[src/hdl/rv_lite_pkg.sv]
package rv_lite_pkg;

  localparam int XLEN = 32;
  localparam int NREGS = 32;
  localparam int REG_AW = 5;
  localparam int DMEM_WORDS = 256;
  localparam int DMEM_AW = $clog2(DMEM_WORDS);

  typedef logic [XLEN-1:0] word_t;
  typedef logic [REG_AW-1:0] reg_idx_t;
  typedef logic [NREGS-1:0] reg_mask_t;
  typedef logic [NREGS-1:0][XLEN-1:0] reg_bank_t;
  typedef logic [DMEM_AW-1:0] dmem_addr_t;

  localparam logic [6:0] OPC_OP = 7'b0110011;
  localparam logic [6:0] OPC_OP_IMM = 7'b0010011;
  localparam logic [6:0] OPC_LUI = 7'b0110111;
  localparam logic [6:0] OPC_LOAD = 7'b0000011;
  localparam logic [6:0] OPC_STORE = 7'b0100011;

  localparam logic [2:0] F3_ADD = 3'b000;
  localparam logic [2:0] F3_SLL = 3'b001;
  localparam logic [2:0] F3_SLT = 3'b010;
  localparam logic [2:0] F3_SLTU = 3'b011;
  localparam logic [2:0] F3_XOR = 3'b100;
  localparam logic [2:0] F3_SR = 3'b101;
  localparam logic [2:0] F3_OR = 3'b110;
  localparam logic [2:0] F3_AND = 3'b111;
  localparam logic [2:0] F3_WORD = 3'b010;  // LW and SW
  localparam logic [6:0] F7_BASE = 7'b0000000;
  localparam logic [6:0] F7_ALT = 7'b0100000;  // Selects SUB and SRA

  typedef enum logic [3:0] {
    alu_add, alu_sub, alu_sll, alu_slt, alu_sltu,
    alu_xor, alu_srl, alu_sra, alu_or, alu_and, alu_pass_b
  } alu_op_e;

  typedef struct packed {
    alu_op_e op;
    word_t a;
    word_t b;
    reg_idx_t rd;
  } alu_req_t;

  typedef struct packed {
    logic is_store;
    dmem_addr_t addr;
    word_t wdata;
    reg_idx_t rd;
  } lsu_req_t;

  typedef struct packed {
    reg_idx_t rd;
    word_t data;
  } wb_req_t;

  typedef enum logic [1:0] {lsu_idle, lsu_read, lsu_hold} lsu_state_e;

endpackage

[src/hdl/wb_arbiter.sv]
`timescale 1ns/100ps

module wb_arbiter (
  input  rv_lite_pkg::wb_req_t   alu_wb,
  input  logic                  alu_wb_valid,
  input  rv_lite_pkg::wb_req_t   lsu_wb,
  input  logic                  lsu_wb_valid,
  output logic                  alu_grant,
  output logic                  lsu_grant,
  output rv_lite_pkg::reg_mask_t x_wr,
  output rv_lite_pkg::word_t     x_in
);

  import rv_lite_pkg::*;

  wb_req_t win;

  always_comb
  begin
    lsu_grant = lsu_wb_valid;  // Loads first so the RAM side never stalls long
    alu_grant = alu_wb_valid && !lsu_wb_valid;
    win = lsu_wb_valid ? lsu_wb : alu_wb;
    x_wr = '0;
    if ((lsu_grant || alu_grant) && win.rd != '0)
      x_wr[win.rd] = 1'b1;
    x_in = win.data;
  end

endmodule

[config.mk]
export PLATFORM = sky130hd
export DESIGN_NAME = wb_arbiter
export DESIGN_NICKNAME = d
export VERILOG_FILES = /design/src/hdl/rv_lite_pkg.sv /design/src/hdl/wb_arbiter.sv
export SDC_FILE = /design/constraint.sdc
export NUM_CORES = 1
export LEC_CHECK = 0
export BUFFER_PORTS_ARGS = -buffer_cell sky130_fd_sc_hd__clkbuf_2
export CORE_UTILIZATION = 27
export DETAILED_ROUTE_END_ITERATION = 8
export PLACE_DENSITY = 0.87
export SYNTH_ARGS = -nofsm -noshare
export SYNTH_HDL_FRONTEND = slang
export SYNTH_SLANG_ARGS = --single-unit
[constraint.sdc]
create_clock -name vclk -period 0.8
set_input_delay 0 -clock vclk [all_inputs]
set_output_delay 0 -clock vclk [all_outputs]
set_load 0.01 [all_outputs]
==> impl_metrics.py <==
metrics = {
    "floorplanning": {
        "io_pins": 142,
        "die_y_um": 59.00,
        "dieArea_um2": 3480,
        "die_w_um": 59.00,
        "core-area_um2": 3078,
        "start_util": 0.2850,
        "fp-row-count": 20,
    },
    "final_layout": {
        "area_growth_pct": 125.5,
        "seqCellArea_um2": 0,
        "n_fill_cell": 255,
        "seq_cell_count": 0,
        "antenna_cells": 0,
        "clkbuf_count": 0,
        "final_nets": 343,
        "finalNonFillerCells": 309,
        "final_layout_size_suffix_gt1_frac": 0.9019,
    },
    "drt": {
        "wl_per_cell_um": 12.05,
        "drt_iter0_drc": 23,
        "dr_total_vias": 1436,
        "wirelength_mm": 3.722,
        "drc_errors": 0,
        "drtPass1Iterations": 4,
        "routed_via_density": 4.647,
        "drtAntennaViolNets": 0,
    },
    "setup_path": {
        "cp.arrival_ps": 1050,
        "crit_fanout": 6,
        "critPathLaunchType": "primary input",
        "critPathKind": "in -> out",
        "path_cells": "clkbuf_16, buf_12, buf_6, and3b_2, o21bai_4, nor2_2, buf_2",
        "crit_buf_inv": 4,
        "cp.required_ps": 800,
        "max_stage_delay_ps": 250,
        "cpMaxStageDelayCell": "and3b_2",
        "cp-end-kind": "primary output",
        "critPathTopFamily": "buffers and inverters",
    },
    "power": {
        "power_switching_uw": 475.9,
        "peakVddDrop_uv": 350.8,
        "swShare": 0.4570,
        "internal_power_uw": 565.3,
        "p_per_area_nw_per_um2": 526.3,
        "power_frac_comb": 1.000,
        "p_seq_frac": 0,
        "power_frac_clock": 0,
        "leakagePower_nw": 1.055,
    },
    "sta": {
        "setup_viol": 63,
        "period_minus_slack_ps": 1053,
        "fin_setup_tns_ps": -10900,
        "finalHoldViolCount": 0,
        "maxSlewViolCount": 0,
        "max_freq_mhz": 950.0,
        "holdWs_ps": 314.0,
        "postLayoutSetupSlackWorst_ps": -252.6,
        "rsz0062_at_grt": "yes",
        "finalCritPeriodShare": 1.316,
    },
    "logic_synthesis": {
        "synth_nets": 185,
        "synth_warnings": 0,
        "postSynthCellCount": 109,
        "syn_area_per_cell_um2": 8.047,
        "netlist_area_um2": 877.1,
        "ys_seq_area_frac": 0,
        "ys_types": 27,
    },
    "placed_design": {
        "hpwl_mm": 3.078,
        "dp.cells": 306,
        "io_buffers": 141,
        "globalplace.congestion": 0.8205,
    },
    "worst_hold_path": {
        "hold_class": "in -> out",
    },
    "global_route": {
        "grt_pass1_wl_mm": 5.278,
        "antenna_found_initial": 0,
        "grt_pass1_vias": 1271,
        "track_usage": 0.1917,
        "grt_max_degree": 32,
        "grt-ovfl-total": 0,
    },
    "run_status": {
        "violations": "setup timing",
        "status": "complete, but fails checks",
    },
    "cts": {
        "holdBufCountCts": 0,
    },
    "job": {
        "max-cap-violations": 0,
    },
}
## power by group through the flow
| stage | Combinational (mW) | Clock (mW) | Sequential, mW |
|---|---|---|---|
| finish | 1.04 | 0 | 0 |
| global route | 1.11 | 0 | 0 |
| CTS | 1.00 | 0 | 0 |
| detailed placement | 0.913 | 0 | 0 |
| global placement | 0.888 | 0 | 0 |
| floorplan | 0.468 | 0 | 0 |
## through the flow
step / cell area, um2 / utilization / setup WS, ps / total power [mW]
final: 1978 / 0.6427 / -252.6 / 1.041
after global routing: 1978 / 0.6427 / -290.0 / 1.110
after CTS: 1921 / 0.6240 / -222.6 / 1.003
after detailed placement: 1773 / 0.5760 / -346.4 / 0.9127
after global placement: 1773 / 0.5760 / -345.2 / 0.8883
after floorplan: 920.9 / - / -36.19 / 0.4675
## synth_stat cells
cell      instances  area [um2]
o21ai_1           3       15.01
and4bb_2          1       12.51
and3_1            1       6.260
nor3_1            2       10.01
buf_6             3       33.78
o21ai_2           3       26.28
nor4b_2           1       15.01
a21oi_1           2       10.01
or2_2             1       6.260
a31oi_4           1       21.27
nand2_1           2       7.510
o32a_4            1       22.52
a32oi_1           1       8.760
mux2_2           34       382.9
nor2b_1           1       6.260
a31oi_2           1       12.51
inv_1             1       3.750
nor3b_1           1       7.510
mux2i_1           1       10.01
o21ba_2           1       10.01
and3b_1           3       26.28
o21bai_4          1       18.77
buf_4             5       37.54
nor3b_2           2       25.02
nor2_1           34       127.6
and4b_1           1       10.01
conb_1            1       3.750
## layer usage
metal  global-route usage  vias to the layer above  part of all wire
met1               0.1762                      662              0.34
met2               0.4269                       71              0.59
met3              0.02183                        2             0.056
li1                     -                      701                 -
met5                    0                        -                 0
met4              0.04422                        0            0.0040
## path summary, 6_finish.rpt
path | depth (start not counted) | to | slack, ps | from
hold / removal | 3 | x_in[12] | 310 | lsu_wb[12]
setup / recovery | 7 | x_wr[18] | -250 | lsu_wb_valid
## cells in the final DEF (no fill, tap or decap)
cell,count
and4b_1,1
a21oi_2,1
buf_6,5
nor4b_4,1
and3b_2,3
clkbuf_16,1
o32a_4,1
nor3_4,1
nor3_2,1
buf_12,2
a32oi_2,1
mux2i_4,1
and3_2,1
mux2_2,33
conb_1,1
buf_2,20
or2_2,1
a31oi_4,1
nand2_1,2
o21bai_4,1
and4bb_2,1
o21ai_4,6
buf_4,16
nor2b_1,1
clkbuf_2,120
mux2_4,1
a31oi_2,1
inv_1,1
nor2_2,15
nor2_1,19
nor3b_4,3
o21ba_2,1
a21oi_1,1
## logic make-up after synthesis
logic type / after synthesis / synth area share
AND/OR/NAND/NOR: 50 / 0.2967
buffers and inverters: 9 / 0.08559
AO/OA/AOI/OAI: 14 / 0.1655
other: 1 / 0.004275
multiplexers: 35 / 0.4479
## area by class of cell
type                       instances  area, um2  share of cell area
tap                               44      55.05             0.02783
multi-input combinational        100      977.2              0.4940
inverter                           1      3.754            0.001898
timing repair buffer             164      942.2              0.4763
## timing repair
action	CTS	global route
pin swaps	18	11
endpoints found under the setup margin	63	63
setup buffers	5	0
resized for setup	23	33
No activity file was read; power rests on OpenSTA's default activity.
