`config.mk`:
```
export PLATFORM = sky130hd
export DESIGN_NAME = alu_unit
export DESIGN_NICKNAME = d
export VERILOG_FILES = /design/src/hdl/rv_lite_pkg.sv /design/src/hdl/alu_unit.sv
export SDC_FILE = /design/constraint.sdc
export NUM_CORES = 1
export LEC_CHECK = 0
export BUFFER_PORTS_ARGS = -buffer_cell sky130_fd_sc_hd__buf_2
export CORE_AREA = 2 2 220 222
export DETAILED_ROUTE_END_ITERATION = 12
export DIE_AREA = 0 0 222 224
export GPL_TIMING_DRIVEN = 0
export SLEW_MARGIN = 20
export SYNTH_ARGS = -nofsm -noshare
export SYNTH_HDL_FRONTEND = slang
export SYNTH_SLANG_ARGS = --single-unit
export TNS_END_PERCENT = 100
```
`constraint.sdc`:
```
create_clock -name clk -period 3.4 [get_ports clk]
set_clock_uncertainty 0.15 [all_clocks]
set_input_delay 0.17 -clock clk [delete_from_list [all_inputs] [get_ports clk]]
set_output_delay 0.17 -clock clk [all_outputs]
set_load 0.02 [all_outputs]
```
`src/hdl/rv_lite_pkg.sv`:
```
package rv_lite_pkg;

  localparam int XLEN = 32;
  localparam int NREGS = 32;
  localparam int REG_AW = 5;
  localparam int DMEM_WORDS = 256;
  localparam int DMEM_AW = $clog2(DMEM_WORDS);

  typedef logic [XLEN-1:0] word_t;
  typedef logic [REG_AW-1:0] reg_idx_t;
  typedef logic [NREGS-1:0] reg_mask_t;
  typedef logic [NREGS-1:0][XLEN-1:0] reg_bank_t;
  typedef logic [DMEM_AW-1:0] dmem_addr_t;

  localparam logic [6:0] OPC_OP = 7'b0110011;
  localparam logic [6:0] OPC_OP_IMM = 7'b0010011;
  localparam logic [6:0] OPC_LUI = 7'b0110111;
  localparam logic [6:0] OPC_LOAD = 7'b0000011;
  localparam logic [6:0] OPC_STORE = 7'b0100011;

  localparam logic [2:0] F3_ADD = 3'b000;
  localparam logic [2:0] F3_SLL = 3'b001;
  localparam logic [2:0] F3_SLT = 3'b010;
  localparam logic [2:0] F3_SLTU = 3'b011;
  localparam logic [2:0] F3_XOR = 3'b100;
  localparam logic [2:0] F3_SR = 3'b101;
  localparam logic [2:0] F3_OR = 3'b110;
  localparam logic [2:0] F3_AND = 3'b111;
  localparam logic [2:0] F3_WORD = 3'b010;  // LW and SW
  localparam logic [6:0] F7_BASE = 7'b0000000;
  localparam logic [6:0] F7_ALT = 7'b0100000;  // Selects SUB and SRA

  typedef enum logic [3:0] {
    alu_add, alu_sub, alu_sll, alu_slt, alu_sltu,
    alu_xor, alu_srl, alu_sra, alu_or, alu_and, alu_pass_b
  } alu_op_e;

  typedef struct packed {
    alu_op_e op;
    word_t a;
    word_t b;
    reg_idx_t rd;
  } alu_req_t;

  typedef struct packed {
    logic is_store;
    dmem_addr_t addr;
    word_t wdata;
    reg_idx_t rd;
  } lsu_req_t;

  typedef struct packed {
    reg_idx_t rd;
    word_t data;
  } wb_req_t;

  typedef enum logic [1:0] {lsu_idle, lsu_read, lsu_hold} lsu_state_e;

endpackage

```
`src/hdl/alu_unit.sv`:
```
`timescale 1ns/100ps

module alu_unit (
  input  logic                 clk,
  input  logic                 rst,
  input  rv_lite_pkg::alu_req_t alu_req,
  input  logic                 alu_go,
  input  logic                 alu_grant,
  output rv_lite_pkg::wb_req_t  alu_wb,
  output logic                 alu_wb_valid,
  output logic                 alu_busy
);

  import rv_lite_pkg::*;

  word_t result;
  logic [4:0] shamt;

  assign shamt = alu_req.b[4:0];

  always_comb
  begin
    case (alu_req.op)
      alu_add: result = alu_req.a + alu_req.b;
      alu_sub: result = alu_req.a - alu_req.b;
      alu_sll: result = alu_req.a << shamt;
      alu_slt: result = word_t'($signed(alu_req.a) < $signed(alu_req.b));
      alu_sltu: result = word_t'(alu_req.a < alu_req.b);
      alu_xor: result = alu_req.a ^ alu_req.b;
      alu_srl: result = alu_req.a >> shamt;
      alu_sra: result = word_t'($signed(alu_req.a) >>> shamt);
      alu_or: result = alu_req.a | alu_req.b;
      alu_and: result = alu_req.a & alu_req.b;
      alu_pass_b: result = alu_req.b;  // LUI
      default: result = '0;
    endcase
  end

  always_ff @(posedge clk)
  begin
    if (rst)
      alu_wb_valid <= 1'b0;
    else if (alu_go)
      alu_wb_valid <= 1'b1;
    else if (alu_grant)
      alu_wb_valid <= 1'b0;
  end

  // Result stays put until the arbiter takes it
  always_ff @(posedge clk)
  begin
    if (alu_go)
    begin
      alu_wb.rd <= alu_req.rd;
      alu_wb.data <= result;
    end
  end

  assign alu_busy = alu_wb_valid;

  // The issue side must hold back while a result waits for the write port
  assert property (@(posedge clk) disable iff (rst) alu_go |-> !alu_busy)
    else $error("ALU dispatch while a result is still waiting");

endmodule

```
==> flow_summary.toml <==
[global_route]
grt_max_degree = 39
antenna_found_initial = 3
track_usage = 0.248
gr-total-overflow = 0
grt_pass1_wl_mm = 90.5
grt_pass1_vias = 12600

[pwr]
power_density_nw_per_um2 = 262
power_frac_seq = 0.180
p_sw_frac = 0.493
pwr-share-comb = 0.627
power_frac_clock = 0.193
p_leak_nw = 5.19
vdd_drop_max_mv = 0.199
internal-power_mw = 1.70
power_switching_mw = 1.65

[routing]
vias_per_cell = 6.11
drtPass1Iterations = 5
drc_errors = 0
wl_mm = 64.2
drt_iter0_markers = 1924
num_vias = 13500
detail-route-antenna-nets = 0
drt-wirelength-per-cell_um = 29.1

[critical_path]
required_ps = 3370
crit_top_cell = "buf_2"
worstReg2RegEnd = "alu_busy$_SDFFE_PP0P_"
critPathTopFamily = "buffers and inverters"
slowest_stage = "buf_1"
path_class = "in2reg"
critPathBufInv = 4
worstPathArrival_ps = 3390
cp_cell_sequence = "buf_2, buf_2, nand2b_1, nor3_2, clkbuf_2, buf_1, o2bb2ai_1, o21ai_0, o211ai_1"
crit_path_max_incr_delay_ps = 670
cp_max_fo = 10
worst_r2r_path_depth = 2
crit_path_start_kind = "input port"
endpoint_kind = "flip-flop"
rrSetupSlack_ps = 2640
regToRegStartpoint = "alu_busy$_SDFFE_PP0P_"

[logic_synthesis]
synthFlopType = "edfxtp_1"
synthCells = 1451
syn_nets = 1630
synth_seq_cells = 38
synth.avg_cell_area_um2 = 7.40
yosysSeqAreaShare = 0.105
yosysWarnings = 0
synthesis.area_um2 = 10700
yosys-top-cells-area = "ha_1, edfxtp_1, mux4_2, a21oi_1, nor2_1"
yosys.cell_types.count = 93
synth_area_leader_cell = "ha_1"
synth_edf_count = 37
synth_async_sr_flop_share = 0
synth.top_cell.area_share = 0.116

[clock_tree]
htree_levels = 2
cts_tree = "built"
clkTransAtPathRegs_ps = 60
cts-root-buf = "clkbuf_16"
clkSinkCount = 38
cts_made_buffers = 5
insertion_delay_ps = 310
clockBufferDepth = 2

[place]
place_congestion = 1.06
numPortBuffers = 115
dpl.hpwl_mm = 51.5
placed_cell_area_um2 = 12100

[sta]
fin_crit_ps = 3420
post-route-period-util = 1.01
slew_headroom = 0.301
worst_pin_slew_ps = 1040
fin_tns_setup_ps = -22.5
hold_viol = 0
worst_slack_ps = -22.5
clock.fmax_ghz = 0.292
setup_violations = 1
slew_viol_final = 0

[floorplanning]
die_w_um = 222
die_h_um = 224
rows = 80
die-area_um2 = 49700
boundaryPins = 116
core_area_um2 = 47300
start_util = 0.227

[final_layout]
final_cell_mix = "nor2_1, buf_2, nand2_1"
final_common_cell = "nor2_1"
syn2layout_area_growth_pct = 18.7
drive_gt1_frac = 0.196
nets = 1764
design_area_um2 = 12700

[min_path]
min_from = "alu_grant"
hp-class = "in2reg"
hold_path_depth = 4
hold_end = "alu_busy$_SDFFE_PP0P_"

[status]
violations = "negative setup slack"
run_status = "finished, violations left"

[run]
cap_violations = 0
==> kinds of logic after synthesis <==
family / after synthesis / share of synthesized area
AOI/OAI and AO/OA: 511 / 0.328
xor gates and xnor gates: 6 / 0.00489
and+or+nand+nor: 468 / 0.205
buffers and inverters: 215 / 0.0874
adders and majority gates: 102 / 0.120
DFF: 38 / 0.105
muxes: 111 / 0.150
==> per-stage QoR <==
step	hold slack (ps)	power (mW)	setup WS [ps]	instances	utilization
2_1_floorplan	92.4	1.80	10.6	1451	-
3_3_place_gp	183	2.54	-1460	2181	0.256
3_5_place_dp	188	2.55	-1420	2182	0.256
4_1_cts	12.8	3.26	15.4	2199	0.266
5_1_grt	45.1	3.48	-65.9	2202	0.269
6_report	20.9	3.34	-22.5	2202	0.269
==> state kept, by name, summed over array words and instances, names as in the netlist <==
register	cells
alu_wb	37
alu_busy	1
==> cells in the mapped netlist (10+ instances only) <==
master,n
o22ai_1,15
o211ai_1,27
nand2b_1,19
a21oi_1,129
a22oi_1,12
a31oi_1,17
o21ai_0,85
nand2_1,133
a221o_1,13
o31ai_1,13
mux2_2,26
a211o_1,12
nor3_1,26
and3_1,15
a211oi_1,28
nand4_1,13
mux4_2,37
o21bai_1,10
a21o_1,20
buf_2,35
o2111ai_1,10
inv_1,96
nand3_1,45
ha_1,100
clkbuf_1,60
nor2_1,152
nor2b_1,12
edfxtp_1,37
a221oi_1,22
mux2i_1,48
==> layer usage <==
metal | vias to the layer above | share of wire | global-route usage
met1 | 6573 | 0.40 | 0.325
li1 | 5744 | - | -
met5 | - | 0.00056 | 0
met4 | 4 | 0.060 | 0.132
met2 | 943 | 0.44 | 0.391
met3 | 187 | 0.10 | 0.0409
==> power by group through the flow <==
stage	clock network, mW	registers (mW)	logic (mW)
global route	0.673	0.608	2.20
CTS	0.665	0.604	1.99
global placement	0	0.613	1.93
floorplan	0	0.690	1.11
detailed placement	0	0.614	1.93
finish	0.646	0.602	2.10
==> area by class of cell <==
cell class                      count  area (um2)
Fill cell                        5241       34600
Clock inverter                      3        63.8
Antenna cell                        1        2.50
Inverter                           99         377
Timing Repair Buffer              130         716
Tap cell                          615         769
Buffer                            113         646
Clock buffer                        5         125
Sequential cell                    38        1130
Multi-Input combinational cell   1198        8920
==> worst max path at each step <==
stage / start / end / slack, ps / cells past startpoint
global placement: alu_req[5] / alu_wb[6]$_DFFE_PP_ / -1460 / 12
global route: alu_req[50] / alu_wb[23]$_DFFE_PP_ / -70 / 12
CTS: alu_req[6] / alu_wb[8]$_DFFE_PP_ / 20 / 12
floorplan: alu_req[7] / alu_wb[17]$_DFFE_PP_ / 10 / 15
detailed placement: alu_req[5] / alu_wb[6]$_DFFE_PP_ / -1420 / 12
finish: alu_req[70] / alu_wb[11]$_DFFE_PP_ / -20 / 9
==> worst reg2reg max path: cells and delay by family, from the launching register on <==
family	cells	cell delay, ps
AO/OA/AOI/OAI	1	130
flip-flops	1	320
AND/OR/NAND/NOR	1	60
==> timing repair <==
action | in CTS | in global routing
gates resized for setup | 49 | 26
buffers inserted | 6 | 2
endpoints found under the setup margin | 28 | 20
pin swaps | 6 | 8
hold buffers | 6 | 0
endpoints found under the hold margin | 6 | 0
No activity file was read; power rests on OpenSTA's default activity.
