### config.mk
export PLATFORM = sky130hd
export DESIGN_NAME = riscv_regfile
export DESIGN_NICKNAME = d
export VERILOG_FILES = /design/src/hdl/rv_lite_pkg.sv /design/src/hdl/riscv_regfile.sv
export SDC_FILE = /design/constraint.sdc
export NUM_CORES = 1
export LEC_CHECK = 0
export BUFFER_PORTS_ARGS = -buffer_cell sky130_fd_sc_hd__buf_2
export CORE_AREA = 2 2 430 432
export DETAILED_ROUTE_END_ITERATION = 8
export DIE_AREA = 0 0 432 434
export GPL_ROUTABILITY_DRIVEN = 0
export PLACE_DENSITY_LB_ADDON = 0.15
export SLEW_MARGIN = 20
export SYNTH_ARGS = -nofsm -noshare
export SYNTH_HDL_FRONTEND = slang
export SYNTH_SLANG_ARGS = --single-unit
### constraint.sdc
create_clock -name clk -period 1.38 [get_ports clk]
set_input_delay 0.276 -clock clk [delete_from_list [all_inputs] [get_ports clk]]
set_output_delay 0.276 -clock clk [all_outputs]
set_load 0.005 [all_outputs]
### src/hdl/rv_lite_pkg.sv
package rv_lite_pkg;

  localparam int XLEN = 32;
  localparam int NREGS = 32;
  localparam int REG_AW = 5;
  localparam int DMEM_WORDS = 256;
  localparam int DMEM_AW = $clog2(DMEM_WORDS);

  typedef logic [XLEN-1:0] word_t;
  typedef logic [REG_AW-1:0] reg_idx_t;
  typedef logic [NREGS-1:0] reg_mask_t;
  typedef logic [NREGS-1:0][XLEN-1:0] reg_bank_t;
  typedef logic [DMEM_AW-1:0] dmem_addr_t;

  localparam logic [6:0] OPC_OP = 7'b0110011;
  localparam logic [6:0] OPC_OP_IMM = 7'b0010011;
  localparam logic [6:0] OPC_LUI = 7'b0110111;
  localparam logic [6:0] OPC_LOAD = 7'b0000011;
  localparam logic [6:0] OPC_STORE = 7'b0100011;

  localparam logic [2:0] F3_ADD = 3'b000;
  localparam logic [2:0] F3_SLL = 3'b001;
  localparam logic [2:0] F3_SLT = 3'b010;
  localparam logic [2:0] F3_SLTU = 3'b011;
  localparam logic [2:0] F3_XOR = 3'b100;
  localparam logic [2:0] F3_SR = 3'b101;
  localparam logic [2:0] F3_OR = 3'b110;
  localparam logic [2:0] F3_AND = 3'b111;
  localparam logic [2:0] F3_WORD = 3'b010;  // LW and SW
  localparam logic [6:0] F7_BASE = 7'b0000000;
  localparam logic [6:0] F7_ALT = 7'b0100000;  // Selects SUB and SRA

  typedef enum logic [3:0] {
    alu_add, alu_sub, alu_sll, alu_slt, alu_sltu,
    alu_xor, alu_srl, alu_sra, alu_or, alu_and, alu_pass_b
  } alu_op_e;

  typedef struct packed {
    alu_op_e op;
    word_t a;
    word_t b;
    reg_idx_t rd;
  } alu_req_t;

  typedef struct packed {
    logic is_store;
    dmem_addr_t addr;
    word_t wdata;
    reg_idx_t rd;
  } lsu_req_t;

  typedef struct packed {
    reg_idx_t rd;
    word_t data;
  } wb_req_t;

  typedef enum logic [1:0] {lsu_idle, lsu_read, lsu_hold} lsu_state_e;

endpackage

### src/hdl/riscv_regfile.sv
`timescale 1ns/100ps

module riscv_regfile (
  input  logic                  clk,
  input  logic                  rst,
  input  rv_lite_pkg::reg_mask_t x_wr,
  input  rv_lite_pkg::word_t     x_in,
  output rv_lite_pkg::reg_bank_t x
);

  import rv_lite_pkg::*;

  always_ff @(posedge clk)
  begin
    if (rst)
    begin
      x <= '0;
    end
    else
    begin
      for (int i = 0; i < NREGS; i++)
      begin
        if (x_wr[i])
          x[i] <= x_in;
      end
      x[0] <= '0;  // x0 is hardwired to zero
    end
  end

  // The arbiter owns the single write port, so at most one strobe may be set
  assert property (@(posedge clk) disable iff (rst) $onehot0(x_wr))
    else $error("regfile write strobe is not one-hot: %h", x_wr);

endmodule

==> impl_metrics.prom <==
# TYPE chip_impl_metric gauge
chip_impl_info{name="timing.setup.critical_path_class",value="register to output pin"} 1
chip_impl_metric{name="detailedRoute.firstPassIterationCount",unit=""} 5
chip_impl_metric{name="clock.fmax",unit="MHz"} 655
chip_impl_info{name="crit_chain",value="buf_6"} 1
chip_impl_metric{name="rows",unit=""} 157
chip_impl_metric{name="final_min_period_over_clock_period",unit="%"} 111
chip_impl_metric{name="worst_clock_skew",unit="ns"} 0
chip_impl_metric{name="synthesis.area_per_instance",unit="um2"} 11.0
chip_impl_info{name="timing.rr.end",value="x[541]"} 1
chip_impl_metric{name="grt_start_max_net_pins",unit=""} 95
chip_impl_info{name="rsz0062_at_grt",value="yes"} 1
chip_impl_metric{name="initial_utilization",unit="%"} 20.0
chip_impl_metric{name="drt_drc_violations_left",unit=""} 0
chip_impl_metric{name="num_vias",unit=""} 27800
chip_impl_metric{name="finalHoldViolCount",unit=""} 0
chip_impl_info{name="timing.critical_path.slowest_stage_cell",value="dfxtp_4"} 1
chip_impl_metric{name="global_route_wire_length_before_repair",unit="mm"} 225
chip_impl_info{name="violated_checks",value="negative setup slack"} 1
chip_impl_info{name="worst_r2r_startpoint",value="x[541]"} 1
chip_impl_metric{name="cts.path.max_buffers",unit=""} 3
chip_impl_metric{name="cts.clk_slew.worst_paths",unit="ns"} 0.06
chip_impl_metric{name="detailed_place_hpwl",unit="mm"} 113
chip_impl_metric{name="layout-drive-gt1-share",unit="%"} 53.5
chip_impl_info{name="synth_largest_area_cell",value="dfxtp_1"} 1
chip_impl_metric{name="worst-r2r-cell-count",unit=""} 3
chip_impl_metric{name="synth_top_cell_area_share",unit="%"} 54.3
chip_impl_metric{name="largest_register_ff_count",unit=""} 992
chip_impl_metric{name="worstPathRequired",unit="ns"} 1.10
chip_impl_metric{name="number_of_buffers_added_on_ports",unit=""} 1056
chip_impl_metric{name="regToRegSetupSlack",unit="ns"} 0.19
chip_impl_metric{name="max_cap_violations",unit=""} 0
chip_impl_metric{name="worst_path_buffer_plus_inverter_count",unit=""} 1
chip_impl_metric{name="cts.sink_count",unit=""} 992
chip_impl_info{name="setup.worst_path.end",value="x[541]"} 1
chip_impl_metric{name="cp_data_arrival_time",unit="ns"} 1.25
chip_impl_metric{name="die_w",unit="um"} 432
chip_impl_metric{name="async_reset_ff_share",unit="%"} 0
chip_impl_info{name="outcome",value="finished, violations left"} 1
chip_impl_metric{name="first_global_vias",unit=""} 26800
chip_impl_info{name="hold_class",value="input port to register"} 1
chip_impl_info{name="reg_top3",value="x (992)"} 1
chip_impl_info{name="top_register",value="x"} 1
chip_impl_metric{name="clock_insertion_delay_worst_skew",unit="ns"} 0.73
chip_impl_metric{name="design.portCount",unit=""} 1090
chip_impl_metric{name="p_total",unit="mW"} 73.9
chip_impl_info{name="worstSetupEndpointType",value="output pin"} 1
chip_impl_metric{name="htree_levels",unit=""} 3
chip_impl_metric{name="yosysSeqAreaShare",unit="%"} 54.3
chip_impl_metric{name="mappedNetlistArea",unit="mm2"} 0.0366
chip_impl_metric{name="power-per-cell-area",unit="mW/mm2"} 1330
chip_impl_metric{name="detail_route.wl_per_cell",unit="um"} 24.2
chip_impl_metric{name="slew_viol_final",unit=""} 0
chip_impl_metric{name="postSynthCellCount",unit=""} 3339
chip_impl_metric{name="number_of_buffers_inserted_during_clock_tree_synthesis",unit=""} 118
chip_impl_metric{name="grt.overflow.total",unit=""} 0
chip_impl_info{name="clock_tree_from_tritoncts",value="done"} 1
chip_impl_metric{name="ys_ff_latch",unit=""} 992
chip_impl_info{name="synth_top_cells_by_area",value="dfxtp_1, mux2i_1, nor2_1"} 1
chip_impl_info{name="synth_commonest_cells",value="dfxtp_1, mux2i_1, nor2_1"} 1
chip_impl_info{name="cp-start-kind",value="register"} 1
chip_impl_metric{name="power.static_leakage",unit="nW"} 26.0
chip_impl_metric{name="timing.critical_path.slowest_cell_delay",unit="ns"} 0.36
chip_impl_metric{name="number_of_antenna_violations_at_the_first_check_in_global_routing",unit=""} 14
chip_impl_metric{name="globalRouteTotalUtil",unit="%"} 17.0
chip_impl_metric{name="final_net_count",unit=""} 4509
chip_impl_metric{name="number_of_cells_on_the_critical_path",unit=""} 1
chip_impl_info{name="synth_ff_type",value="dfxtp_1"} 1
chip_impl_info{name="worstSetupStartpoint",value="x[541]"} 1
chip_impl_metric{name="final_setup_margin",unit="ns"} -0.147
chip_impl_info{name="cts_root_buffer",value="clkbuf_16"} 1
chip_impl_metric{name="floorplan_die_area",unit="mm2"} 0.187
chip_impl_metric{name="timing.final.crit_period",unit="ns"} 1.53
chip_impl_metric{name="timing.critical_path.fanout_max",unit=""} 2
chip_impl_metric{name="synth_warnings",unit=""} 0
chip_impl_metric{name="drt-vias-per-instance",unit=""} 4.02
chip_impl_metric{name="post-route-util",unit="%"} 30.5
chip_impl_metric{name="dieHeight",unit="um"} 434
chip_impl_metric{name="antenna_left",unit=""} 0
chip_impl_metric{name="drt-initial-drc-count",unit=""} 1408
chip_impl_metric{name="synthToLayoutAreaGrowth",unit="%"} 52.2
chip_impl_metric{name="ys_types",unit=""} 8
chip_impl_metric{name="setup_viol",unit=""} 992
chip_impl_info{name="critical-path-top-delay-family",value="flip-flops"} 1
chip_impl_metric{name="design.core.area",unit="mm2"} 0.182
chip_impl_metric{name="number_of_enable_flip_flop_cells_after_synthesis",unit=""} 0
chip_impl_metric{name="peakVddDrop",unit="mV"} 1.08
chip_impl_metric{name="detail_route.wirelength",unit="mm"} 168
-- how the worst min path moves through the flow --
stage	from	to	slack, ns	depth (start not counted)
final	x_wr[26]	x[860]	0.09	4
after global routing	x_in[10]	x[874]	0.05	4
after CTS	x_in[10]	x[938]	0.0008	4
after detailed placement	x[571]	x[571]	0.47	2
after global placement	x[450]	x[450]	0.47	2
after floorplan	x_in[8]	x[1000]	0.42	2
-- timing repair --
action,4_1_cts,5_1_grt
cloned,0,1
hold buffers,60,0
buffers inserted,24,44
endpoints found under the setup margin,992,994
hold endpoints to repair,520,0
gates resized for setup,2029,86
pin swaps,0,0
-- routing by layer --
layer	global-route usage (%)	part of all wire, %	up-vias
li1	-	-	13100
met1	19.5	39	13800
met2	30.8	52	801
met3	4.25	6.3	187
met4	5.45	2.7	0
met5	0	0	-
-- layout by cell type (no fill, tap or decap) --
cell type	synthesis	final
mux2i_1	992	992
clkinvlp_4	0	3
conb_1	1	32
buf_4	71	113
dlygate4sd3_1	0	60
buf_8	0	1
dfxtp_2	0	991
nor2_1	992	992
clkinv_2	0	17
clkbuf_16	0	119
clkbuf_8	0	32
clkinv_8	0	1
buf_2	46	188
inv_6	0	3
bufinv_16	0	4
clkbuf_1	62	32
buf_6	183	866
dfxtp_4	0	1
diode_2	0	2
buf_12	0	86
inv_16	0	2
clkinv_16	0	2
-- metrics by stage --
| step | instances | area (um2) | setup slack [ns] | hold slack, ns | TNS (ns) |
|---|---|---|---|---|---|
| final | 6924 | 55700 | -0.147 | 0.0872 | -90.81 |
| after global routing | 6923 | 55600 | -0.221 | 0.0545 | -166.39 |
| after CTS | 6877 | 54800 | -0.248 | 0.000759 | -194.87 |
| after detailed placement | 6579 | 44000 | 0.117 | 0.474 | 0 |
| after global placement | 6579 | 44000 | 0.125 | 0.467 | 0 |
| after floorplan | 3370 | 36700 | 0.486 | 0.423 | 0 |
-- area by class of cell --
cell class,count,area [um2]
clock buffer,182,3510
fill,18900,127000
multi-input combinational,2016,13800
sequential,992,21100
antenna,2,5.00
tap,2385,2980
timing repair buffer,1315,13900
clock inverter,32,370
-- power breakdown --
group          switching [mW]  total [mW]  leakage [nW]  internal [mW]
clock                    13.3        31.5          1.91           18.2
sequential               1.15        31.9          8.54           30.7
combinational            5.27        10.6          15.6           5.30
total                    19.7        73.9          26.0           54.2
-- worst register-to-register path: stages (launching register included) --
cell and delay [ns]:
dfxtp_4 0.36, mux2i_1 0.12, dlygate4sd3_1 0.57, nor2_1 0.04
-- cells by family (layout without fill, tap and decap cells) --
family,Yosys count,count (layout),share of synthesized area [%]
buf+inv,362,1529,8.36
other cells,1,34,0.0103
simple gates,992,992,10.2
mux,992,992,27.2
flops,992,992,54.3
No activity file was read; power rests on OpenSTA's default activity.
