$ cat src/hdl/rv_lite_pkg.sv
package rv_lite_pkg;

  localparam int XLEN = 32;
  localparam int NREGS = 32;
  localparam int REG_AW = 5;
  localparam int DMEM_WORDS = 256;
  localparam int DMEM_AW = $clog2(DMEM_WORDS);

  typedef logic [XLEN-1:0] word_t;
  typedef logic [REG_AW-1:0] reg_idx_t;
  typedef logic [NREGS-1:0] reg_mask_t;
  typedef logic [NREGS-1:0][XLEN-1:0] reg_bank_t;
  typedef logic [DMEM_AW-1:0] dmem_addr_t;

  localparam logic [6:0] OPC_OP = 7'b0110011;
  localparam logic [6:0] OPC_OP_IMM = 7'b0010011;
  localparam logic [6:0] OPC_LUI = 7'b0110111;
  localparam logic [6:0] OPC_LOAD = 7'b0000011;
  localparam logic [6:0] OPC_STORE = 7'b0100011;

  localparam logic [2:0] F3_ADD = 3'b000;
  localparam logic [2:0] F3_SLL = 3'b001;
  localparam logic [2:0] F3_SLT = 3'b010;
  localparam logic [2:0] F3_SLTU = 3'b011;
  localparam logic [2:0] F3_XOR = 3'b100;
  localparam logic [2:0] F3_SR = 3'b101;
  localparam logic [2:0] F3_OR = 3'b110;
  localparam logic [2:0] F3_AND = 3'b111;
  localparam logic [2:0] F3_WORD = 3'b010;  // LW and SW
  localparam logic [6:0] F7_BASE = 7'b0000000;
  localparam logic [6:0] F7_ALT = 7'b0100000;  // Selects SUB and SRA

  typedef enum logic [3:0] {
    alu_add, alu_sub, alu_sll, alu_slt, alu_sltu,
    alu_xor, alu_srl, alu_sra, alu_or, alu_and, alu_pass_b
  } alu_op_e;

  typedef struct packed {
    alu_op_e op;
    word_t a;
    word_t b;
    reg_idx_t rd;
  } alu_req_t;

  typedef struct packed {
    logic is_store;
    dmem_addr_t addr;
    word_t wdata;
    reg_idx_t rd;
  } lsu_req_t;

  typedef struct packed {
    reg_idx_t rd;
    word_t data;
  } wb_req_t;

  typedef enum logic [1:0] {lsu_idle, lsu_read, lsu_hold} lsu_state_e;

endpackage

$ cat src/hdl/issue_ctrl.sv
`timescale 1ns/100ps

module issue_ctrl (
  input  logic                  clk,
  input  logic                  rst,
  input  rv_lite_pkg::word_t     instr,
  input  logic                  instr_valid,
  input  rv_lite_pkg::reg_bank_t x,
  input  rv_lite_pkg::reg_mask_t x_wr,
  input  logic                  alu_busy,
  input  logic                  lsu_busy,
  output rv_lite_pkg::alu_req_t  alu_req,
  output logic                  alu_go,
  output rv_lite_pkg::lsu_req_t  lsu_req,
  output logic                  lsu_go,
  output logic                  stall,
  output logic                  illegal
);

  import rv_lite_pkg::*;

  logic [6:0] opcode;
  logic [2:0] funct3;
  logic [6:0] funct7;
  reg_idx_t rd;
  reg_idx_t rs1;
  reg_idx_t rs2;
  word_t imm_i;
  word_t imm_s;
  word_t imm_u;
  word_t rs1_val;
  word_t rs2_val;
  word_t addr_sum;
  logic is_alu;
  logic is_lsu;
  logic is_store;
  logic legal;
  logic use_rs1;
  logic use_rs2;
  logic use_rd;
  logic hazard;
  logic unit_blocked;
  logic take;
  alu_op_e alu_op;
  reg_mask_t pending;
  reg_mask_t need_mask;
  reg_mask_t set_mask;

  assign opcode = instr[6:0];
  assign rd = instr[11:7];
  assign funct3 = instr[14:12];
  assign rs1 = instr[19:15];
  assign rs2 = instr[24:20];
  assign funct7 = instr[31:25];

  assign imm_i = {{20{instr[31]}}, instr[31:20]};
  assign imm_s = {{20{instr[31]}}, instr[31:25], instr[11:7]};
  assign imm_u = {instr[31:12], 12'b0};

  assign rs1_val = x[rs1];
  assign rs2_val = x[rs2];
  assign is_store = (opcode == OPC_STORE);
  assign addr_sum = rs1_val + (is_store ? imm_s : imm_i);

  always_comb
  begin
    is_alu = 1'b0;
    is_lsu = 1'b0;
    legal = 1'b0;
    use_rs1 = 1'b0;
    use_rs2 = 1'b0;
    use_rd = 1'b0;
    case (opcode)
      OPC_OP:
      begin
        is_alu = 1'b1;
        {use_rs1, use_rs2, use_rd} = 3'b111;
        legal = (funct7 == F7_BASE) ||
                (funct7 == F7_ALT && (funct3 == F3_ADD || funct3 == F3_SR));
      end
      OPC_OP_IMM:
      begin
        is_alu = 1'b1;
        {use_rs1, use_rd} = 2'b11;
        if (funct3 == F3_SLL)
          legal = (funct7 == F7_BASE);
        else if (funct3 == F3_SR)
          legal = (funct7 == F7_BASE) || (funct7 == F7_ALT);
        else
          legal = 1'b1;
      end
      OPC_LUI:
      begin
        is_alu = 1'b1;
        use_rd = 1'b1;
        legal = 1'b1;
      end
      OPC_LOAD:
      begin
        is_lsu = 1'b1;
        {use_rs1, use_rd} = 2'b11;
        legal = (funct3 == F3_WORD);
      end
      OPC_STORE:
      begin
        is_lsu = 1'b1;
        {use_rs1, use_rs2} = 2'b11;
        legal = (funct3 == F3_WORD);
      end
      default:
        legal = 1'b0;
    endcase
  end

  always_comb
  begin
    case (funct3)
      F3_ADD: alu_op = (opcode == OPC_OP && funct7 == F7_ALT) ? alu_sub : alu_add;
      F3_SLL: alu_op = alu_sll;
      F3_SLT: alu_op = alu_slt;
      F3_SLTU: alu_op = alu_sltu;
      F3_XOR: alu_op = alu_xor;
      F3_SR: alu_op = (funct7 == F7_ALT) ? alu_sra : alu_srl;
      F3_OR: alu_op = alu_or;
      default: alu_op = alu_and;
    endcase
    if (opcode == OPC_LUI)
      alu_op = alu_pass_b;
  end

  always_comb
  begin
    need_mask = '0;
    if (use_rs1)
      need_mask[rs1] = 1'b1;
    if (use_rs2)
      need_mask[rs2] = 1'b1;
    if (use_rd)
      need_mask[rd] = 1'b1;  // Keeps writes to one register in order
  end

  // A strobe still in the dispatch register counts as an occupied unit
  assign unit_blocked = (is_alu && (alu_busy || alu_go)) || (is_lsu && (lsu_busy || lsu_go));
  assign hazard = |(need_mask & pending);
  assign stall = instr_valid && legal && (hazard || unit_blocked);
  assign take = instr_valid && !stall;

  always_comb
  begin
    set_mask = '0;
    if (take && legal && use_rd && rd != '0)
      set_mask[rd] = 1'b1;
  end

  always_ff @(posedge clk)
  begin
    if (rst)
    begin
      pending <= '0;
      alu_go <= 1'b0;
      lsu_go <= 1'b0;
      illegal <= 1'b0;
    end
    else
    begin
      pending <= (pending & ~x_wr) | set_mask;
      alu_go <= take && legal && is_alu;
      lsu_go <= take && legal && is_lsu;
      illegal <= take && !legal;
    end
  end

  always_ff @(posedge clk)
  begin
    if (take)
    begin
      alu_req.op <= alu_op;
      alu_req.a <= rs1_val;
      alu_req.b <= (opcode == OPC_OP) ? rs2_val : (opcode == OPC_LUI) ? imm_u : imm_i;
      alu_req.rd <= rd;
      lsu_req.is_store <= is_store;
      lsu_req.addr <= addr_sum[DMEM_AW+1:2];  // Word index, low byte bits dropped
      lsu_req.wdata <= rs2_val;
      lsu_req.rd <= is_store ? '0 : rd;
    end
  end

  // Every register write must retire a destination this controller marked busy
  assert property (@(posedge clk) disable iff (rst) (x_wr & ~pending) == '0)
    else $error("write strobe %h hits a register with no pending result", x_wr);

endmodule

$ cat config.mk
export PLATFORM = sky130hd
export DESIGN_NAME = issue_ctrl
export DESIGN_NICKNAME = d
export VERILOG_FILES = /design/src/hdl/rv_lite_pkg.sv /design/src/hdl/issue_ctrl.sv
export SDC_FILE = /design/constraint.sdc
export NUM_CORES = 1
export LEC_CHECK = 0
export ABC_CLOCK_PERIOD_IN_PS = 20800
export BUFFER_PORTS_ARGS = -buffer_cell sky130_fd_sc_hd__buf_2
export CAP_MARGIN = 10
export CORE_AREA = 8 8 466 468
export DETAILED_ROUTE_END_ITERATION = 10
export DIE_AREA = 0 0 474 476
export PLACE_DENSITY = 0.33
export REMOVE_ABC_BUFFERS = 1
export SLEW_MARGIN = 20
export SYNTH_ARGS = -nofsm -noshare
export SYNTH_HDL_FRONTEND = slang
export SYNTH_SLANG_ARGS = --single-unit
$ cat constraint.sdc
create_clock -name clk -period 20.8 [get_ports clk]
set_clock_uncertainty 0.1 [all_clocks]
set_input_delay 4.16 -clock clk [delete_from_list [all_inputs] [get_ports clk]]
set_output_delay 4.16 -clock clk [all_outputs]
set_load 0.02 [all_outputs]
==> results of run 1 <==
==> final cells by class <==
cell class                 instances  area (um2)
clock buffer                      20         489
clock inverter                    12         111
antenna                           50         125
sequential                       154        4270
inverter                          14        55.1
multi-input combinational       1286       17200
fill                           23700      178000
tap                             2821        3530
timing repair buffer            1284        6680
==> cells by family (layout without fill, tap and decap cells) <==
family | count (synthesis) | after routing
other cells | 0 | 50
simple gates | 274 | 274
compound gates | 433 | 433
buf+inv | 231 | 1330
xor+xnor | 10 | 10
fa+ha+maj | 8 | 8
mux | 561 | 561
flops | 154 | 154
==> power groups by stage <==
stage,Sequential (mW),Combinational [mW],Clock [mW]
finish,0.378,0.739,0.380
global route,0.381,0.778,0.404
CTS,0.378,0.756,0.405
detailed placement,0.385,0.754,0
global placement,0.385,0.753,0
floorplan,0.427,0.260,0
==> path summary, 6_finish.rpt <==
path / startpoint / slack [ns] / to
setup / recovery: instr[28] / 9.08 / stall
hold reg to reg: pending[31] / 0.42 / pending[31]
hold / removal: pending[31] / 0.42 / pending[31]
setup reg to reg: alu_go / 17.18 / alu_req[48]
==> registers in the layout, summed over array words and instances (netlist names) <==
register and cells:
alu_req 73, lsu_req 46, lsu_go 1, pending 32, illegal 1, alu_go 1
==> worst max-delay path: stages <==
cell	delay, ns
buf_2	0.20
or4_1	0.57
nor3_1	0.66
o21ai_0	0.23
a31oi_1	0.22
a21oi_1	0.10
o22ai_2	0.26
nand2_1	0.10
buf_4	0.29
a21oi_1	0.36
buf_2	0.24
==> cell usage in the layout (no fill, tap or decap), drive strengths merged, types with 14 or more instances in the layout <==
cell,n
clkbuf,20
a22o,19
nor2,28
dfxtp,35
mux4,506
edfxtp,119
inv,24
diode,50
mux2i,46
o22ai,28
nand4,55
or3b,28
o21ai,50
buf,1284
or3,15
a22oi,218
a211oi,28
o41ai,24
nand2,65
nand3,14
==> per-layer routing <==
metal,vias up,routed length [um],GRT usage [%]
li1,9839,-,-
met1,13400,94500,24.6
met2,1698,113000,33.5
met3,342,18500,5.38
met4,78,5420,4.26
met5,-,520,0
==> summary.md, run 1 <==
| Metric | Value |
|---|---|
| Status | `finished clean` |
| Register area share after synthesis | `a little under a fifth` |
| DP Area | `roughly 0.032 mm2` |
| Final ANT Viol Nets | `0` |
| Largest net degree at the start of global routing | `120` |
| F_max | `between 80 and 90 MHz` |
| Power Density | `roughly 46 mW/mm2` |
| CTS Hold Bufs | `0` |
| Final WS setup | `9.08 ns` |
| Clk root buf | `clkbuf_16` |
| WHS | `approximately 0.42 ns` |
| # IOs | `between 1000 and 1500` |
| Clk pwr share | `25.4%` |
| Tot GR Track Use | `between 10% and 20%` |
| Total grt overflow | `0` |
| Min-delay worst type | `register to register` |
| Gate Count Post-Synth | `1671` |
| Core Box Area | `about 0.21 mm2` |
| Tmin final | `roughly 12 ns` |
| Vias in the first global route | `about 26000` |
| Synth warnings | `0` |
| Share of the synthesized area in the top cell type | `around 51%` |
| Post-synth EDFFs | `between 100 and 150` |
| Final wirelength | `between 200000 and 250000 um` |
| Syn-to-layout area delta | `45.2%` |
| Number of DRC markers in iteration 0 | `between 2000 and 2500` |
| LEAKAGE | `between 10 and 15 nW` |
| Setup slack after placement | `~8.9 ns` |
| Die Y | `476 um` |
| Netlist cell types | `65` |
| Comb pwr share | `about half` |
| P_sw | `about 0.65 mW` |
| Cts bufs inserted | `17` |
| Multiplexer share of the synthesized area | `53.5%` |
| Most frequent cells after synthesis | `mux4_2 (506), a22oi_1 (218), edfxtp_1 (119), clkbuf_1 (116), buf_2 (79)` |
| Synth Area in Compound Gates | `between 10% and 20%` |
| Layout cells sized above 1 | `roughly 69%` |
| Clock sinks | `154` |
| Largest family of logic cells by synthesized area | `multiplexers` |
| CP endpoint kind | `primary output` |
| Top cells by area, synth | `mux4_2 (51%), edfxtp_1 (16%), a22oi_1 (7.3%)` |
| Yosys reg bits | `154` |
| TritonRoute pass-1 iters | `7` |
| Clock buffer depth | `2` |
| Slew HR | `approximately 28%` |
| Later-pin clock latency in the skew report | `0.55 ns` |
| Avg WL per Cell | `just over 40 um` |
| Final #Nets | `~3900` |
| Post-DP HPWL | `approximately 190000 um` |
| FP Rows | `between 150 and 200` |
| Initial antenna violation count | `199` |
| Asr flop ratio synth | `0%` |
| Die area | `about 0.23 mm2` |
| # placed instances | `about 5600` |
| Tot Pwr | `between 1 and 1.5 mW` |
| Int Pwr | `roughly 0.85 mW` |
| Worst-Margin Slew | `around 1.1 ns` |
| Area leader, netlist | `mux4_2` |
| Cell Area, Synth | `0.0224 mm2` |
| Startpoint Class | `input pin` |
| Post-DR vias/cell | `around 4.5` |
| Crit Path Category | `input pin to primary output` |
| Arrival time worst endpoint | `~7.5 ns` |
| Post-CTS Setup Repair Bufs | `0` |
| Switch share | `between 40% and 50%` |
| Xor/xnor share of the synthesized area | `less than 1%` |
| Number of max-cap violations | `0` |
| Post-cts repair resize count | `0` |
| CP required | `approximately 17 ns` |
| Final Max Tran Viols | `0` |
| Clock slew at reported path FFs | `around 0.080 ns` |
| Primary FF master, synth | `edfxtp_1` |
| Vias post-DR | `roughly 25000` |
| Hold Vio Cnt, Final | `0` |
| VDD IR max | `~52 uV` |
| # setup viols final | `0` |
| Die width | `474 um` |
| Simple-gate share of the synthesized area | `7.19%` |
| RSZ-0062 raised after global routing | `no` |
| Cell count of the worst hold path | `2` |
| DRC viols | `0` |
| CTS tree | `done` |
| RePlAce Congestion | `0.877` |
| Global-route wire length before repair | `289000 um` |
| Most frequent cell after synthesis | `mux4_2` |
| Final std cells w/o fill | `5641` |
| Adder-cell area share of the yosys netlist | `0.447%` |
| H-tree depth | `4` |
| Post-Syn Area per Cell | `around 13 um2` |
| Post-layout util | `15.4%` |
| CP max FO | `34` |
| Worst r2r path cells | `9` |
| Setup TNS | `0 ns` |
| Sequential cell fraction of total power | `about a quarter` |
| Crit share post-route | `a little under three fifths` |
| Cell area after layout | `0.0325 mm2` |
| Initial Util | `a little over a tenth` |
| # port buffers | `~1200` |
No activity file was read; power rests on OpenSTA's default activity.
==> run 2: changes to the inputs <==
Settings changed: ABC_CLOCK_PERIOD_IN_PS 20800 to 11900.
Clock period 20.8 ns to 11.9 ns, I/O delays scaled along.
==> summary.md, run 2 (same netlist as run 1, synthesis figures left out) <==
| Metric | Value |
|---|---|
| Max reg flops | `73 (unchanged)` |
| Setup TNS | `0 ns (unchanged)` |
| Post-DR vias/cell | `4.51 (+0.29%)` |
| CP max stage delay | `0.64 ns (-0.02 ns)` |
| Min-delay worst type | `register to register` |
| Crit Path Category | `input pin to primary output` |
| Startpoint Class | `input pin` |
| Cts bufs inserted | `17 (unchanged)` |
| RePlAce Congestion | `0.892 (+1.7%)` |
| Worst-Margin Slew | `1.09 ns (+0.0128 ns)` |
| CTS tree | `done` |
| CP required | `9.42 ns (-7.12 ns)` |
| # IOs | `1216 (unchanged)` |
| Hold Vio Cnt, Final | `0 (unchanged)` |
| Final #Nets | `3852 (-0.16%)` |
| Die area | `0.226 mm2 (unchanged)` |
| Tot Pwr | `2.64 mW (+76%)` |
| Int Pwr | `1.48 mW (+75%)` |
| CP max FO | `34 (unchanged)` |
| Layout cells sized above 1 | `69.2% (about the same)` |
| Met2 usage | `34.3% (+0.81 points)` |
| Post-CTS Setup Repair Bufs | `0 (unchanged)` |
| Buffers & Inverters on Critical Path | `3 (unchanged)` |
| FP Rows | `169 (unchanged)` |
| Global-route wire length before repair | `290000 um (+0.58%)` |
| Arrival time worst endpoint | `5.83 ns (-1.63 ns)` |
| Commonest cells after routing, fill and taps aside | `buf_2 (1210), mux4_2 (506), a22oi_1 (218)` |
| Comb pwr share | `49.0% (-0.4 points)` |
| # port buffers | `1215 (unchanged)` |
| F_max | `around 120 MHz` |
| Vias in the first global route | `25600 (-0.066%)` |
| Post-cts repair resize count | `0 (unchanged)` |
| Tmin final | `between 8 and 9 ns` |
| Tot GR Track Use | `19.7% (+0.12 points)` |
| Largest registers | `alu_req: 73 flops, lsu_req: 46 flops, pending: 32 flops` |
| Die Y | `476 um (unchanged)` |
| # setup viols final | `0 (unchanged)` |
| VDD IR max | `105 uV (+100%)` |
| Cell family with most CP delay | `simple AND/OR/NAND/NOR gates` |
| GRT busiest layer | `met2` |
| Core Box Area | `0.210 mm2 (unchanged)` |
| Sequential cell fraction of total power | `25.1% (about the same)` |
| Slew HR | `27.2% (-1.0 points)` |
| Clock slew at reported path FFs | `0.09 ns (about the same)` |
| Initial Util | `10.6% (unchanged)` |
| Largest Register | `alu_req` |
| Vias post-DR | `25400 (+0.095%)` |
| Final ANT Viol Nets | `0 (unchanged)` |
| TritonRoute pass-1 iters | `5 (-2)` |
| GRT met1 Usage | `23.8% (-0.77 points)` |
| Number of max-cap violations | `0 (unchanged)` |
| Grt met3 use | `6.75% (+1.4 points)` |
| Leading cell type in the layout, fill and taps excluded | `buf_2` |
| Slowest CP cell | `nor3_1` |
| Total grt overflow | `0 (unchanged)` |
| Avg WL per Cell | `41.6 um (+1.1%)` |
| Final Max Tran Viols | `0 (unchanged)` |
| Clk root buf | `clkbuf_16` |
| Crit-path cells | `buf_2, or4_1, nor3_1, o21ai_0, a31oi_1, a21oi_1, o22ai_2, nand2_1, buf_4, a21oi_1, buf_2` |
| Crit share post-route | `69.8%` |
| LEAKAGE | `11.9 nW (about the same)` |
| Clock sinks | `154 (unchanged)` |
| Post-DP HPWL | `196000 um (+0.76%)` |
| H-tree depth | `4 (unchanged)` |
| P_sw | `1.15 mW (+77%)` |
| Clk pwr share | `25.9% (+0.5 points)` |
| Initial antenna violation count | `225 (+13%)` |
| Later-pin clock latency in the skew report | `0.55 ns (about the same)` |
| Syn-to-layout area delta | `45.4%` |
| Switch share | `43.7% (+0.30 points)` |
| RSZ-0062 raised after global routing | `no` |
| DRC viols | `0 (unchanged)` |
| Largest net degree at the start of global routing | `112 (-6.7%)` |
| Clock buffer depth | `2 (unchanged)` |
| Power Density | `81.0 mW/mm2 (+76%)` |
| Fillers | `23700 (+0.051%)` |
| CTS Hold Bufs | `0 (unchanged)` |
| Die width | `474 um (unchanged)` |
| Status | `finished clean` |
| Number of DRC markers in iteration 0 | `2445 (-1.9%)` |
| CP endpoint kind | `primary output` |
| Final wirelength | `234000 um (+0.88%)` |
run 2: per-stage QoR:
step                setup WS, ns  std cells  hold WS, ns  utilization [%]  instance area [um2]
finish                      3.59       5630        0.408             15.5                32500
global route                3.50       5595        0.446             15.4                32400
CTS                         3.50       5584        0.404             15.4                32400
detailed placement          3.51       5552        0.388             15.1                31800
global placement            3.52       5552        0.381             15.1                31800
floorplan                  -2.30       1454        0.354                -                21400
run 2: routing by layer:
metal	share of wire [%]	vias up
met3	9.5	401
met1	39	13300
met4	2.0	106
met2	49	1730
met5	0.30	-
li1	-	9833
run 2: final timing paths:
path / startpoint / endpoint / slack [ns] / cells past startpoint
min reg2reg: pending[31] / pending[31] / 0.41 / 2
min: pending[31] / pending[31] / 0.41 / 2
max: instr[28] / stall / 3.59 / 11
max reg2reg: alu_go / lsu_req[26] / 7.24 / 9
run 2: area by class of cell:
class	instances	area (um2)	share of cell area [%]
Sequential cell	154	4270	13.1
Timing Repair Buffer	1278	6700	20.6
Tap cell	2821	3530	10.8
Clock buffer	19	475	1.46
Clock inverter	13	166	0.511
Multi-Input combinational cell	1286	17200	52.9
Antenna cell	45	113	0.346
Inverter	14	55.1	0.169
run 2: power groups by stage:
stage          sequential [mW]  combinational [mW]  clock, mW
2_1_floorplan            0.746               0.455          0
3_3_place_gp             0.674                1.32          0
3_5_place_dp             0.674                1.32          0
4_1_cts                  0.663                1.33      0.719
5_1_grt                  0.667                1.36      0.726
6_report                 0.661                1.29      0.683
run 2: tightest hold or removal path, cell delays in order (launching register included):
cell and delay [ns]:
dfxtp_1 0.32, nand2b_1 0.07, o32ai_1 0.07
==> run 3: changes to the inputs <==
Settings changed: ABC_CLOCK_PERIOD_IN_PS 11900 to 6890, CORE_AREA 8 8 466 468 to 8 8 465 467, DIE_AREA 0 0 474 476 to 0 0 473 475, PLACE_DENSITY 0.33 to 0.34.
Clock period 11.9 ns to 6.89 ns, I/O delays scaled along.
==> summary.md, run 3 (same netlist as run 1, synthesis figures left out) <==
| Metric | Value |
|---|---|
| RePlAce Congestion | `0.869 (-2.6%)` |
| H-tree depth | `4 (unchanged)` |
| Most frequent CP cell | `buf_2` |
| Crit share post-route | `around 82%` |
| Final wirelength | `236000 um (+0.69%)` |
| Post-DP HPWL | `199000 um (+1.6%)` |
| RSZ-0062 raised after global routing | `no` |
| CP required | `5.41 ns (-4.01 ns)` |
| CP endpoint kind | `primary output` |
| Post-cts repair resize count | `0 (unchanged)` |
| Startpoint Class | `input pin` |
| Total grt overflow | `0 (unchanged)` |
| CTS tree | `done` |
| Worst Setup SP | `instr[6]` |
| FP Rows | `168 (-0.59%)` |
| Avg WL per Cell | `41.8 um (+0.48%)` |
| Final #Nets | `3884 (+0.83%)` |
| Fillers | `23500 (-1.1%)` |
| Die area | `0.225 mm2 (-0.42%)` |
| Leading cell type in the layout, fill and taps excluded | `buf_2` |
| Layout cells sized above 1 | `69.6% (+0.35 points)` |
| Status | `finished clean` |
| VDD IR max | `185 uV (+76%)` |
| Setup TNS | `0 ns (unchanged)` |
| Largest Register | `alu_req` |
| Die Y | `475 um (-0.21%)` |
| Clock slew at reported path FFs | `0.08 ns (about the same)` |
| Worst-Margin Slew | `0.879 ns (-0.209 ns)` |
| Number of max-cap violations | `0 (unchanged)` |
| DP Area | `0.0321 mm2 (+0.94%)` |
| TritonRoute pass-1 iters | `5 (unchanged)` |
| CP max stage delay | `0.59 ns (-0.05 ns)` |
| DRC viols | `0 (unchanged)` |
| Die width | `473 um (-0.21%)` |
| CP max FO | `33 (-2.9%)` |
| Vias post-DR | `25300 (-0.32%)` |
| Global-route wire length before repair | `294000 um (+1.4%)` |
| Slew HR | `39.7% (+12 points)` |
| Crit Path Category | `input pin to primary output` |
| RR Startpoint | `alu_go` |
| Cell family with most CP delay | `simple AND/OR/NAND/NOR gates` |
| F_max | `~180 MHz` |
| Final Max Tran Viols | `0 (unchanged)` |
| Clock buffer depth | `2 (unchanged)` |
| Later-pin clock latency in the skew report | `0.54 ns (about the same)` |
| Power Density | `140 mW/mm2 (+72%)` |
| Arrival time worst endpoint | `4.17 ns (-1.66 ns)` |
| Max reg flops | `73 (unchanged)` |
| Commonest cells after routing, fill and taps aside | `buf_2 (1209), mux4_2 (506), a22oi_1 (218)` |
| Final ANT Viol Nets | `0 (unchanged)` |
| Crit-path cells | `buf_2, nor4bb_1, nand3_4, buf_4, a211oi_1, o21ai_0, o2111ai_1, nor4_2, a21oi_1, buf_2` |
| Slowest CP cell | `nor4bb_1` |
| Largest registers | `alu_req: 73 flops, lsu_req: 46 flops, pending: 32 flops` |
| # setup viols final | `0 (unchanged)` |
| WHS | `0.407 ns (-0.00127 ns)` |
| CTS Hold Bufs | `0 (unchanged)` |
| Cts bufs inserted | `17 (unchanged)` |
| Min-delay worst type | `register to register` |
| Post-CTS Setup Repair Bufs | `0 (unchanged)` |
| Buffers & Inverters on Critical Path | `3 (unchanged)` |
| Clock sinks | `154 (unchanged)` |
| Hold Vio Cnt, Final | `0 (unchanged)` |
| Vias in the first global route | `25900 (+1.0%)` |
| Cell area after layout | `0.0328 mm2 (+0.84%)` |
| Initial antenna violation count | `202 (-10%)` |
| Tmin final | `5.65 ns` |
| Largest net degree at the start of global routing | `89 (-21%)` |
| Initial Util | `10.7% (+0.096 points)` |
| Post-DR vias/cell | `4.48 (-0.53%)` |
| # port buffers | `1215 (unchanged)` |
| # IOs | `1216 (unchanged)` |
| Tot GR Track Use | `20.0% (+0.35 points)` |
| HP Start | `pending[31]` |
| LEAKAGE | `12.1 nW (+1.6%)` |
| Syn-to-layout area delta | `46.7%` |
| Core Box Area | `0.209 mm2 (-0.89%)` |
| Clk root buf | `clkbuf_16` |
| Number of DRC markers in iteration 0 | `2565 (+4.9%)` |
| Post-layout util | `15.7% (+0.27 points)` |
run 3: cell count changes in the layout (fill, tap and decap cells not counted), moves of 2 or more:
cell	change
diode_2	-4
clkinv_8	-4
buf_12	+5
bufinv_16	+2
inv_8	+3
buf_4	+29
run 3: worst register-to-register path: stages, from the launching register on:
cell and delay, ns:
dfxtp_1 0.32, nor2_1 0.41, o21ai_0 0.21, a222oi_1 0.36, o221a_2 0.29, nand4_1 0.09
nor4_2 0.35, nand2_2 0.08, buf_4 0.29, a21boi_4 0.45, buf_4 0.60
run 3: cell type report:
cell class	instances	area [um2]	share of cell area, %
Clock buffer	18	450	1.37
Tap cell	2805	3510	10.7
Sequential cell	154	4270	13.0
Antenna cell	41	103	0.313
Inverter	14	55.1	0.168
Clock inverter	14	185	0.564
Timing Repair Buffer	1310	7000	21.3
Multi-Input combinational cell	1286	17200	52.5
run 3: report_power, final:
part,internal [mW],switching (mW)
clock,0.578,0.606
sequential,1.12,0.0376
combinational,0.927,1.32
run 3: metrics by stage:
step / instances / setup slack (ns) / power (mW)
2_1_floorplan: 1454 / -6.31 / 2.07
3_3_place_gp: 5569 / 1.00 / 3.47
3_5_place_dp: 5569 / 1.07 / 3.47
4_1_cts: 5601 / 1.36 / 4.71
5_1_grt: 5615 / 1.14 / 4.79
6_report: 5642 / 1.24 / 4.58
run 3: per-layer routing:
metal / global-route usage [%] / wire length [um]
met1: 24.0 / 92700
met2: 35.0 / 118000
met3: 6.43 / 19400
met4: 4.38 / 5370
met5: 0 / 597
run 3: final timing paths:
path	endpoint	slack (ns)	depth (start not counted)
hold / removal	pending[31]	0.41	2
setup reg to reg	alu_req[6]	2.93	10
hold reg to reg	pending[31]	0.41	2
setup / recovery	stall	1.24	10
